[src/include/song_sheets.svh]
// Rest entry and the Little Star and Ode to Joy song tables
`ifndef SONG_SHEETS_SVH
`define SONG_SHEETS_SVH

localparam sheet_entry_t REST_ENTRY = '0;

// Little Star, first phrase
localparam sheet_entry_t STAR_SHEET [1:SONG_NOTES] = '{
	'{'{PITCH_MID, KEY_DO},  {1'b0, KEY_DO},  LEN_1},
	'{'{PITCH_MID, KEY_DO},  {1'b0, KEY_DO},  LEN_1},
	'{'{PITCH_MID, KEY_SOL}, {1'b0, KEY_SOL}, LEN_1},
	'{'{PITCH_MID, KEY_SOL}, {1'b0, KEY_SOL}, LEN_1},
	'{'{PITCH_MID, KEY_LA},  {1'b0, KEY_LA},  LEN_1},
	'{'{PITCH_MID, KEY_LA},  {1'b0, KEY_LA},  LEN_1},
	'{'{PITCH_MID, KEY_SOL}, {1'b0, KEY_SOL}, LEN_1},
	REST_ENTRY,                                       // Breath
	'{'{PITCH_MID, KEY_FA},  {1'b0, KEY_FA},  LEN_1},
	'{'{PITCH_MID, KEY_FA},  {1'b0, KEY_FA},  LEN_1},
	'{'{PITCH_MID, KEY_MI},  {1'b0, KEY_MI},  LEN_1},
	'{'{PITCH_MID, KEY_MI},  {1'b0, KEY_MI},  LEN_1}
};

localparam sheet_entry_t JOY_SHEET [1:SONG_NOTES] = '{
	'{'{PITCH_MID, KEY_MI},  {1'b0, KEY_MI},  LEN_1},
	'{'{PITCH_MID, KEY_MI},  {1'b0, KEY_MI},  LEN_1},
	'{'{PITCH_MID, KEY_FA},  {1'b0, KEY_FA},  LEN_1},
	'{'{PITCH_MID, KEY_SOL}, {1'b0, KEY_SOL}, LEN_1},
	'{'{PITCH_MID, KEY_SOL}, {1'b0, KEY_SOL}, LEN_1},
	'{'{PITCH_MID, KEY_FA},  {1'b0, KEY_FA},  LEN_1},
	'{'{PITCH_MID, KEY_MI},  {1'b0, KEY_MI},  LEN_1},
	'{'{PITCH_MID, KEY_RE},  {1'b0, KEY_RE},  LEN_1},
	'{'{PITCH_MID, KEY_DO},  {1'b0, KEY_DO},  LEN_1},
	'{'{PITCH_MID, KEY_DO},  {1'b0, KEY_DO},  LEN_1},
	'{'{PITCH_MID, KEY_RE},  {1'b0, KEY_RE},  LEN_1},
	'{'{PITCH_MID, KEY_MI},  {1'b0, KEY_MI},  LEN_1}
};

`endif

[src/source/music_pkg.sv]
// Pitch ranges, key and note codes, played struct and tone half-period table
package music_pkg;

	// Range coding kept from the keyboard switches
	typedef enum logic [1:0] {
		PITCH_MID  = 2'b00,
		PITCH_LOW  = 2'b01,
		PITCH_HIGH = 2'b10
	} pitch_e;

	// One-hot scale degree, bit 0 is do
	typedef logic [6:0] key_t;

	localparam key_t KEY_DO  = 7'b000_0001;
	localparam key_t KEY_RE  = 7'b000_0010;
	localparam key_t KEY_MI  = 7'b000_0100;
	localparam key_t KEY_FA  = 7'b000_1000;
	localparam key_t KEY_SOL = 7'b001_0000;
	localparam key_t KEY_LA  = 7'b010_0000;
	localparam key_t KEY_SI  = 7'b100_0000;

	typedef struct packed {
		pitch_e pitch;
		key_t   key;
	} played_t; // All zero is a rest

	typedef enum logic [4:0] {
		NOTE_REST = 5'd0,
		NOTE_L1, NOTE_L2, NOTE_L3, NOTE_L4, NOTE_L5, NOTE_L6, NOTE_L7,
		NOTE_M1, NOTE_M2, NOTE_M3, NOTE_M4, NOTE_M5, NOTE_M6, NOTE_M7,
		NOTE_H1, NOTE_H2, NOTE_H3, NOTE_H4, NOTE_H5, NOTE_H6, NOTE_H7
	} note_e;

	localparam int TONE_W = 8;

	// Half period in clock cycles, indexed by note code
	localparam logic [TONE_W-1:0] TONE_HALF [1:21] = '{
		8'd160, // L1
		8'd150,
		8'd140,
		8'd132,
		8'd124,
		8'd116,
		8'd108,
		8'd102, // M1
		8'd96,
		8'd90,
		8'd84,
		8'd78,
		8'd73,
		8'd68,
		8'd64,  // H1
		8'd60,
		8'd56,
		8'd52,
		8'd48,
		8'd44,
		8'd40
	};

endpackage

[src/source/learn_pkg.sv]
// Song select, lesson timing, score limits and song-sheet entry struct
package learn_pkg;

	import music_pkg::*;

	typedef enum logic {
		SONG_STAR = 1'b0,
		SONG_JOY  = 1'b1
	} song_e;

	localparam int NOTE_TICKS = 480; // Whole note hold
	localparam int HOLD_W     = 9;
	localparam int SONG_NOTES = 12;
	localparam int IDX_W      = 4;

	localparam int SCORE_W   = 16;
	localparam int SCORE_MAX = 60000;

	// Length divisor stored as a shift amount
	localparam logic [1:0] LEN_1 = 2'd0;
	localparam logic [1:0] LEN_2 = 2'd1;
	localparam logic [1:0] LEN_4 = 2'd2;

	typedef struct packed {
		played_t    expected;
		logic [7:0] led;
		logic [1:0] len_div;
	} sheet_entry_t;

endpackage

[src/source/buzzer.sv]
// Square-wave tone generator driven by the note code
`timescale 1ns/1ps

module buzzer
	import music_pkg::*;
(
	input  logic  clk,
	input  logic  arst_n,
	input  note_e note,
	output logic  speaker
);

	note_e             prev_note;
	note_e             look_note;
	logic [TONE_W-1:0] half;
	logic [TONE_W-1:0] count;
	logic              tone;

	// Keep the table index in range during a rest
	assign look_note = (note == NOTE_REST) ? NOTE_L1 : note;
	assign half      = TONE_HALF[look_note];

	always_ff @(posedge clk or negedge arst_n) begin
		if (!arst_n) begin
			prev_note <= NOTE_REST;
			count     <= '0;
			tone      <= 1'b0;
		end else if (note != prev_note || note == NOTE_REST) begin
			prev_note <= note; // New note starts low
			count     <= '0;
			tone      <= 1'b0;
		end else if (count == half - 1'b1) begin
			count <= '0;
			tone  <= ~tone;
		end else begin
			count <= count + 1'b1;
		end
	end

	// Silent in the same cycle the press goes wrong
	assign speaker = tone && (note != NOTE_REST);

endmodule

[src/source/key_matcher.sv]
// Press against expected key compare and note code decode
`timescale 1ns/1ps

module key_matcher
	import music_pkg::*;
(
	input  logic    learn_en,
	input  played_t press,
	input  played_t expected,
	output logic    match,
	output note_e   note
);

	logic [2:0] degree; // 1 to 7, 0 when no single key

	assign match = (press == expected);

	always_comb begin
		case (press.key)
			KEY_DO:  degree = 3'd1;
			KEY_RE:  degree = 3'd2;
			KEY_MI:  degree = 3'd3;
			KEY_FA:  degree = 3'd4;
			KEY_SOL: degree = 3'd5;
			KEY_LA:  degree = 3'd6;
			KEY_SI:  degree = 3'd7;
			default: degree = 3'd0; // Rest or chord
		endcase
	end

	// Each range holds seven codes above the one below it
	always_comb begin
		note = NOTE_REST;
		if (learn_en && match && degree != 3'd0) begin
			case (press.pitch)
				PITCH_LOW:  note = note_e'({2'b00, degree});
				PITCH_MID:  note = note_e'(5'd7 + {2'b00, degree});
				PITCH_HIGH: note = note_e'(5'd14 + {2'b00, degree});
				default:    note = NOTE_REST;
			endcase
		end
	end

endmodule

[src/source/learning_top.sv]
// Learning mode top level with song ROM, key matcher, lesson tracker and buzzer
`timescale 1ns/1ps

module learning_top
	import music_pkg::*;
	import learn_pkg::*;
(
	input  logic               clk,
	input  logic               arst_n,
	input  logic               learn_en,
	input  song_e              song,
	input  played_t            press,
	output logic               speaker,
	output logic [7:0]         led,
	output pitch_e             pitch_ind,
	output logic               finished,
	output logic [SCORE_W-1:0] score
);

	logic [IDX_W-1:0] index;
	sheet_entry_t     entry;
	logic             match;
	note_e            note;

	song_rom u_song_rom (
		.song  (song),
		.index (index),
		.entry (entry)
	);

	key_matcher u_key_matcher (
		.learn_en (learn_en),
		.press    (press),
		.expected (entry.expected),
		.match    (match),
		.note     (note)
	);

	lesson_tracker u_lesson_tracker (
		.clk      (clk),
		.arst_n   (arst_n),
		.learn_en (learn_en),
		.song     (song),
		.match    (match),
		.len_div  (entry.len_div),
		.index    (index),
		.finished (finished),
		.score    (score)
	);

	buzzer u_buzzer (
		.clk     (clk),
		.arst_n  (arst_n),
		.note    (note),
		.speaker (speaker)
	);

	assign led       = entry.led;
	assign pitch_ind = entry.expected.pitch; // Range of the expected note

endmodule

[src/source/lesson_tracker.sv]
// Note index, hold timer, finished flag and mistake score of a lesson
`timescale 1ns/1ps

module lesson_tracker
	import learn_pkg::*;
(
	input  logic               clk,
	input  logic               arst_n,
	input  logic               learn_en,
	input  song_e              song,
	input  logic               match,
	input  logic [1:0]         len_div,
	output logic [IDX_W-1:0]   index,
	output logic               finished,
	output logic [SCORE_W-1:0] score
);

	logic [HOLD_W-1:0] hold_cnt;
	logic [HOLD_W-1:0] hold_limit;
	song_e             last_song;
	logic              restart;
	logic              at_limit;

	assign hold_limit = HOLD_W'(NOTE_TICKS >> len_div);
	assign at_limit   = (hold_cnt == hold_limit);
	assign restart    = !learn_en || (song != last_song);

	always_ff @(posedge clk or negedge arst_n) begin
		if (!arst_n) begin
			index     <= '0;
			hold_cnt  <= '0;
			finished  <= 1'b0;
			score     <= '0;
			last_song <= SONG_STAR;
		end else begin
			last_song <= song;
			if (restart) begin
				index    <= '0;
				hold_cnt <= '0;
				finished <= 1'b0;
				score    <= '0;
			end else if (at_limit) begin
				hold_cnt <= '0; // Note passed, press ignored
				if (index == IDX_W'(SONG_NOTES)) begin
					index    <= IDX_W'(1); // Skip the lead-in on replay
					finished <= 1'b1;
				end else begin
					index <= index + 1'b1;
				end
			end else if (match) begin
				hold_cnt <= hold_cnt + 1'b1;
			end else begin
				hold_cnt <= '0;
				if (score <= SCORE_W'(SCORE_MAX)) begin
					score <= score + 1'b1;
				end
			end
		end
	end

endmodule

[src/source/song_rom.sv]
// Song-sheet lookup by song and note index
`timescale 1ns/1ps

module song_rom
	import music_pkg::*;
	import learn_pkg::*;
(
	input  song_e            song,
	input  logic [IDX_W-1:0] index,
	output sheet_entry_t     entry
);

	`include "song_sheets.svh"

	logic in_range;

	// Index 0 is the lead-in rest
	assign in_range = (index != '0) && (index <= IDX_W'(SONG_NOTES));

	always_comb begin
		entry = REST_ENTRY;
		if (in_range) begin
			case (song)
				SONG_STAR: entry = STAR_SHEET[index];
				SONG_JOY:  entry = JOY_SHEET[index];
				default:   entry = REST_ENTRY;
			endcase
		end
	end

endmodule

[config.mk]
export PLATFORM = sky130hd
export DESIGN_NAME = learning_top
export DESIGN_NICKNAME = d
export VERILOG_FILES = /design/src/source/music_pkg.sv /design/src/source/learn_pkg.sv /design/src/source/buzzer.sv /design/src/source/key_matcher.sv /design/src/source/learning_top.sv /design/src/source/lesson_tracker.sv /design/src/source/song_rom.sv
export VERILOG_INCLUDE_DIRS = /design/src /design/src/include
export SDC_FILE = /design/constraint.sdc
export NUM_CORES = 1
export LEC_CHECK = 0
export ABC_AREA = 1
export CORE_MARGIN = 2
export CORE_UTILIZATION = 69
export DETAILED_ROUTE_END_ITERATION = 7
export DONT_BUFFER_PORTS = 1
export HOLD_SLACK_MARGIN = 0.02
export PLACE_DENSITY = 0.91
export RECOVER_POWER = 100
export SYNTH_ARGS = -nofsm -noshare
export SYNTH_HDL_FRONTEND = slang
export SYNTH_SLANG_ARGS = --single-unit
export TNS_END_PERCENT = 100
[constraint.sdc]
create_clock -name clk -period 5.55 [get_ports clk]
set_input_delay 0.555 -clock clk [delete_from_list [all_inputs] [get_ports clk]]
set_output_delay 0.555 -clock clk [all_outputs]
set_load 0.05 [all_outputs]
## Yosys cells after proc, flatten, opt, wreduce, memory -nomap -nowiden

Memory sizes are Yosys's and may differ from the RTL's.
Cells that the tools add are included.

- Register bits: 45
- Bits in read-only memories: 864
- Output and inout port bits: 28
- Logic and storage cells: 91
- Memories kept: 3

- $add $sub $neg: 7
- Order comparisons: 4
- Equal/unequal tests: 17
- Shift operators: 1
- Multiplexer cells: 29
- Bitwise operators: 4
- Reductions and logical operators: 18

Memories:

| name | depth | bits a word | rd ports | clocked after memory_dff | wr ports | RTL line | RTL |
|---|---|---|---|---|---|---|---|
| (name not given) | 16 | 19 | 1 | 0 | 0 | song_rom.sv:24 | `SONG_STAR: entry = STAR_SHEET[index];` |
| (name not given) | 16 | 19 | 1 | 0 | 0 | song_rom.sv:25 | `SONG_JOY: entry = JOY_SHEET[index];` |
| (name not given) | 32 | 8 | 1 | 0 | 0 | buzzer.sv:21 | `assign half = TONE_HALF[look_note];` |

Operator list:

| cell | count |
|---|---|
| two-way mux 19 bit | 5 |
| two-way mux 16 bit | 4 |
| case mux 19 bit (2 select lines) | 1 |
| two-way mux 8 bit | 4 |
| two-way mux 9 bit | 3 |
| case mux 3 bit (7 select lines) | 1 |
| equality test 9 bit | 2 |
| adder 16 x 1 -> 16 bit (second input constant) | 1 |
| <= comparator 16 bit (second input constant) | 1 |
| case mux 5 bit (3 select lines) | 1 |
| two-way mux 4 bit | 3 |
| two-way mux 5 bit | 2 |
| adder 9 x 1 -> 9 bit (second input constant) | 1 |
| >> shifter 9 x 2 -> 9 bit (first input constant) | 1 |
| adder 8 x 1 -> 8 bit (second input constant) | 1 |
| equality test 8 bit | 1 |
| nonzero test 2 bit | 4 |
| subtractor 8 x 1 -> 8 bit (second input constant) | 1 |
| equality test 7 x 1 -> 1 bit (second input constant) | 1 |
| equality test 7 x 2 -> 1 bit (second input constant) | 1 |
| equality test 7 x 3 -> 1 bit (second input constant) | 1 |
| equality test 7 x 4 -> 1 bit (second input constant) | 1 |
| equality test 7 x 5 -> 1 bit (second input constant) | 1 |
| equality test 7 x 6 -> 1 bit (second input constant) | 1 |
| 27 further kinds | 37 |

## Depth between registers and ports, before layout

- Depth after elaboration: 20
- Mapped depth: 28
- Gate-level depth less buffers: 28

## Modules after synthesis

A second synthesis with hierarchy kept.

- Cells, all modules: 618
- Area, all modules: 4,146.5 sq um

By module, submodules not included:

| module | times used | cells each | area an instance (sq um) | seq. area each (sq um) |
|---|---|---|---|---|
| lesson_tracker | 1 | 284 | 2,052.0 | 775.7 |
| buzzer | 1 | 161 | 1,219.9 | 350.3 |
| key_matcher | 1 | 115 | 541.8 | 0.0 |
| song_rom | 1 | 58 | 332.8 | 0.0 |

## Worst setup path after synthesis

Ideal clock, no wire load.

- Kind: in2reg
- Start point: input port press[0] in the netlist's numbering
- End point: register u_buzzer.count[0]
- Arrival time: 3.491 ns
- Path slack: 1.934 ns
- Cell stages on the path: 21
- Path buffers: 0
- Cells stage by stage: nor2_2 > nand2_2 > nor2_1 > nor2_1 > nand2_1 > inv_1 > ha_1 > or2_2 > nand3_1 > nand4_2 > ha_1 > nand3_2 > ha_1 > xor2_1 > o21ai_0 > a21oi_1 > nand2_1 > nor2_2 > nand3_2 > o21ai_4 > nor2_1

- Longest elaborated chain between the ends: 15

RTL lines:

| what | RTL line | RTL |
|---|---|---|
| start: declaration | learning_top.sv:12 | `input played_t press,` |
| equality test 7 bit (tied with other cells) | key_matcher.sv:19 | `case (press.key)` |
| case mux 3 bit (7 select lines) | key_matcher.sv:19 |  |
| adder 4 x 3 -> 5 bit (tied with other cells) | key_matcher.sv:38 | `PITCH_HIGH: note = note_e'(5'd14 + {2'b00, degree});` |
| case mux 5 bit (3 select lines) / logical AND 1 bit (equally long branches) | key_matcher.sv:35, key_matcher.sv:34 |  |
| two-way mux 5 bit (*) | key_matcher.sv:34 | `if (learn_en && match && degree != 3'd0) begin` |
| logical NOT 5 bit | buzzer.sv:20, buzzer.sv:28 |  |
| two-way mux 5 bit | buzzer.sv:20 | `assign look_note = (note == NOTE_REST) ? NOTE_L1 : note;` |
| inverter 5 -> 6 bit (not written as such) | buzzer.sv:21 |  |
| memory read (32 x 8 bit) | n/a |  |
| two-way mux 8 bit (not written as such) (2 in a row) | buzzer.sv:21 |  |
| subtractor 8 x 1 -> 8 bit | buzzer.sv:32 | `end else if (count == half - 1'b1) begin` |
| equality test 8 bit | buzzer.sv:32 |  |
| two-way mux 8 bit | buzzer.sv:32 |  |
| two-way mux 8 bit (*) | buzzer.sv:28 | `end else if (note != prev_note \|\| note == NOTE_REST) begin` |
| end signal: assignment | buzzer.sv:36 | `count <= count + 1'b1;` |
| end: declaration | buzzer.sv:16 | `logic [TONE_W-1:0] count;` |

Mark *: on every way between the ends. The rest lies on a longest branch, timed or not. The select of a mux whose other input is x is not followed.
A chain may end at the register's enable or synchronous reset.

## Worst setup path after layout

- Start point: register u_lesson_tracker.index[0]
- End point: register u_buzzer.count[2]

- Longest elaborated chain between the ends: 20

RTL lines:

| what | RTL line | RTL |
|---|---|---|
| start: declaration | lesson_tracker.sv:13 | `output logic [IDX_W-1:0] index,` |
| start signal: assignment | lesson_tracker.sv:48 | `index <= index + 1'b1;` |
| inverter 4 -> 5 bit (not written as such) | song_rom.sv:24, song_rom.sv:25 |  |
| memory read (16 x 19 bit), on equally long branches | n/a |  |
| two-way mux 19 bit, on equally long branches (2 in a row) | song_rom.sv:25, song_rom.sv:24 |  |
| case mux 19 bit (2 select lines) | song_rom.sv:23 | `case (song)` |
| two-way mux 19 bit (*) | song_rom.sv:22 | `if (in_range) begin` |
| equality test 9 bit (*) | key_matcher.sv:16 | `assign match = (press == expected);` |
| logical AND 1 bit (*) (2 in a row) | key_matcher.sv:34 |  |
| two-way mux 5 bit (*) | key_matcher.sv:34 |  |
| logical NOT 5 bit | buzzer.sv:20, buzzer.sv:28 |  |
| two-way mux 5 bit | buzzer.sv:20 |  |
| inverter 5 -> 6 bit (not written as such) | buzzer.sv:21 |  |
| memory read (32 x 8 bit) | n/a |  |
| two-way mux 8 bit (not written as such) (2 in a row) | buzzer.sv:21 |  |
| subtractor 8 x 1 -> 8 bit | buzzer.sv:32 |  |
| equality test 8 bit | buzzer.sv:32 |  |
| two-way mux 8 bit | buzzer.sv:32 |  |
| two-way mux 8 bit (*) | buzzer.sv:28 |  |

Marked as above.

==> impl_results.md <==
* Run status: complete, but fails checks
* Failing checks: capacitance limit, slew limit
* Clock Sinks at 45
* Portion of the post-synthesis area used by sequential elements at 32.75%
* Number of standard cells in the layout, taps in and fillers out at 571
* Library cell used as clock root buffer: clkbuf_8
* Maximum number of pins on one net before global-route repair at 46
* Period minus WS final at about 4.2 ns
* PD cells at between 150 and 200 nW/um^2
* Die span in x at between 70 and 80 um
* Die Y at ~75 um
* Critical path data required time at around 5.7 ns
* PortBufs at 0
* Most frequently used cell type in the post-synthesis netlist: nand2_1
* Average cell area after synthesis at roughly 7 sq um
* Final HPWL DP at between 5000 and 6000 um
* Number of violations reported at the end of detailed-routing iteration 0 at just under 300
* Hold-fix buffers at CTS at 1
* Total of flip-flops plus latches after synthesis at 45
* Instance count after placement with tap cells included at ~560
* Summed area of non-filler cells in the final layout at 3520 sq um
* Final-report max-slew violation count at 46
* Remaining antenna violation count at 0
* Share of the clock period used by the worst path at 76.10%
* Main area contributors after synthesis: dfrtp_1, nand2_1, inv_1
* Layout fillers at 394
* Longest Clk Path Bufs at 2
* Hold depth at 0
* Normalized max-slew margin at -52.78%
* Relative area change from synthesis to final layout at 2.365%
* Leak Pwr at ~0.0018 uW
* Worst-case register-to-register setup slack at ~1.3 ns
* Final-report hold violation count at 0
* Sum Neg Setup Slack at 0 ns
* Initial cell density of the core at between 70% and 80%
* Number of antenna violations at the first check in global routing at 0
* Routed len/inst at 13.28 um
* Instance count on the critical path at 22
* Critical path buffers and inverters at 2
* Ranking of synthesized cells by instance count: nand2_1, inv_1, nor2_1
* WS Path Type: reg -> reg
* RSZ-0062 raised after global routing: no
* Arrival time at the worst endpoint at approximately 4.4 ns
* Die area at roughly 5600 sq um
* Number of H-tree levels at 2
* Vias in the first global route at around 3k
* Setup-violating endpoint count in the final report at 0
* GPL Wtd Cong at ~0.88
* Biggest fanout along the worst timing path at 8
* Kind of cell adding the most delay to the critical path: simple AND/OR/NAND/NOR gates
* Slowest library cell on the worst path: nor2_1
* Synth async-reset ratio at between 90% and 100%
* Site row count at 25
* R2R Path End: u_buzzer.count[2]
* Post-CTS setup buffer count at 0
* TritonCTS clock tree: built
* Cell with the most instances on the worst path: nand2_1
* Worst IR drop on VDD at between 0.15 and 0.2 mV
* Synth area leader: dfrtp_1
* Setup clock skew after layout at ~0.0062 ns
* EDFF count, synth at 0
* Critical Path, Cell by Cell: inv_1, ha_1, nand3_1, nand2_1, inv_1, nor2_1, nand2_1, nand2_1, nand2_1, nor2_2, nand3_1, nor2_1, nand3_1, ha_1, xor2_1, o21ai_0, a21oi_1, nand2_1, nor2_2, nand3_1, o21ai_4, nor2_1
* Post-layout nets at 534
* I/O pin total at 41
* Worst Hold End: u_lesson_tracker.last_song
* Transition time of the tightest slew-check pin at between 2 and 2.5 ns
* Clock-pin transition on the worst setup and hold timing paths at 0.07 ns
* Critical Path End Type: flop
* Number of search-and-repair iterations in the first detailed-routing pass at 5
* Number of library cell types mapped by synthesis at 41
* Clock Latency Late Sink at 0.30 ns
* Aggregate global-route resource usage at roughly 30%
* First-pass GRT wire length at ~13000 um
* Main synth FF type: dfrtp_1
* R2R cell count at 22
* Count of yosys warnings during synthesis at 0
* Proportion of netlist area held by the largest area contributor at roughly 33%
* Vias per cell at between 5 and 6
* Crit-path max cell delay at roughly 0.50 ns
* Worst min-delay path class: in -> reg
* Resized Gates After CTS at 0
* Max-capacitance violation count at 1
* Number of vias in the routed layout at roughly 3.2k
* Start point of the worst hold path: song
* Cell count after synthesis at around 500
* Reg-to-reg startpoint: u_lesson_tracker.index[0]
* Global route total overflow at 0
* Share of layout cells above drive strength 1 at approximately 4.8%
* Total length of routed wires at ~7600 um
* Post-synthesis instance area at about 3400 sq um
* TritonCTS Buffers at 5
* Number of antenna cells inserted at 0
* Count of unresolved DRC violations after routing at 0
* Highest Clock Rate at roughly 0.24 GHz
* Total core area at roughly 4800 sq um
* Placed cell area at ~3500 sq um
* Nature of the critical path startpoint: flop
* Core Util, Final at between 70% and 80%
-- layout make-up --
| type | count | area, sq um | share of cell area (%) |
|---|---|---|---|
| sequential | 45 | 1126 | 31.99 |
| timing repair buffer | 1 | 3.754 | 0.1066 |
| multi-input combinational | 368 | 1906 | 54.14 |
| tap | 67 | 83.83 | 2.382 |
| clock buffer | 7 | 86.33 | 2.453 |
| inverter | 83 | 314.1 | 8.923 |
-- report_power, final --
part / leakage [uW] / total, uW / internal, uW / switching, uW
clock: 0.0000443 / 199 / 98.7 / 99.8
sequential: 0.000623 / 334 / 329 / 4.79
combinational: 0.00109 / 48.0 / 10.8 / 37.2
total: 0.00176 / 581 / 439 / 142
-- logic make-up after synthesis --
kind of cell,share of synthesized area (%)
xor gates and xnor gates,4.585
and+or+nand+nor,36.64
adders and majority gates,6.186
buffers and inverters,10.55
DFF,32.75
other,0.1091
AOI/OAI and AO/OA,9.171
-- routing by layer --
| layer | GRT usage (%) | vias to the layer above | share of wire [%] |
|---|---|---|---|
| met1 | 37.31 | 1495 | 43 |
| li1 | - | 1600 | - |
| met2 | 49.75 | 135 | 48 |
| met3 | 5.691 | 14 | 7.4 |
| met5 | 0 | - | 0 |
| met4 | 10.52 | 0 | 1.6 |
-- worst max-delay path by stage --
stage / from / to / slack [ns]
after CTS: u_lesson_tracker.index[1] / u_buzzer.count[2] / 1.74
after floorplan: press[0] / u_buzzer.count[0] / 1.93
after detailed placement: press[0] / u_buzzer.count[2] / 1.59
after global routing: u_lesson_tracker.index[0] / u_buzzer.count[5] / 0.95
after global placement: press[0] / u_buzzer.count[2] / 1.73
final: u_lesson_tracker.index[0] / u_buzzer.count[2] / 1.33
-- flip-flops by register name, indices dropped and copies added (netlist names) --
register                    cells
u_buzzer.prev_note              5
u_lesson_tracker.last_song      1
u_buzzer.count                  8
u_buzzer.tone                   1
u_lesson_tracker.index          4
u_lesson_tracker.score         16
u_lesson_tracker.hold_cnt       9
u_lesson_tracker.finished       1
-- through the flow --
stage	total power, uW	setup WS, ns	hold WS [ns]
global route	607.2	0.9464	0.2663
floorplan	378.5	1.934	0.2594
detailed placement	383.5	1.594	0.2601
CTS	587.6	1.737	0.1039
finish	580.6	1.327	0.2874
global placement	382.2	1.733	0.2602
-- worst register-to-register path, stage by stage (launching register included) --
cell	delay (ns)
dfrtp_1	0.39
inv_1	0.11
ha_1	0.37
nand3_1	0.12
nand2_1	0.08
inv_1	0.03
nor2_1	0.16
nand2_1	0.15
nand2_1	0.08
nand2_1	0.05
nor2_2	0.11
nand3_1	0.24
nor2_1	0.50
nand3_1	0.29
ha_1	0.37
xor2_1	0.14
o21ai_0	0.09
a21oi_1	0.13
nand2_1	0.09
nor2_2	0.08
nand3_1	0.15
o21ai_4	0.28
nor2_1	0.08
-- placed cells by master (no fill, tap or decap), drive strengths merged, types with 5 or more instances in the layout --
master,instances
nor3,12
clkbuf,8
inv,82
nor2,84
nand4,12
conb,5
ha,17
dfrtp,45
a21oi,16
xor2,12
nand3,50
o21ai,25
xnor2,6
nand2,106
(Power assumes the default switching activity.)
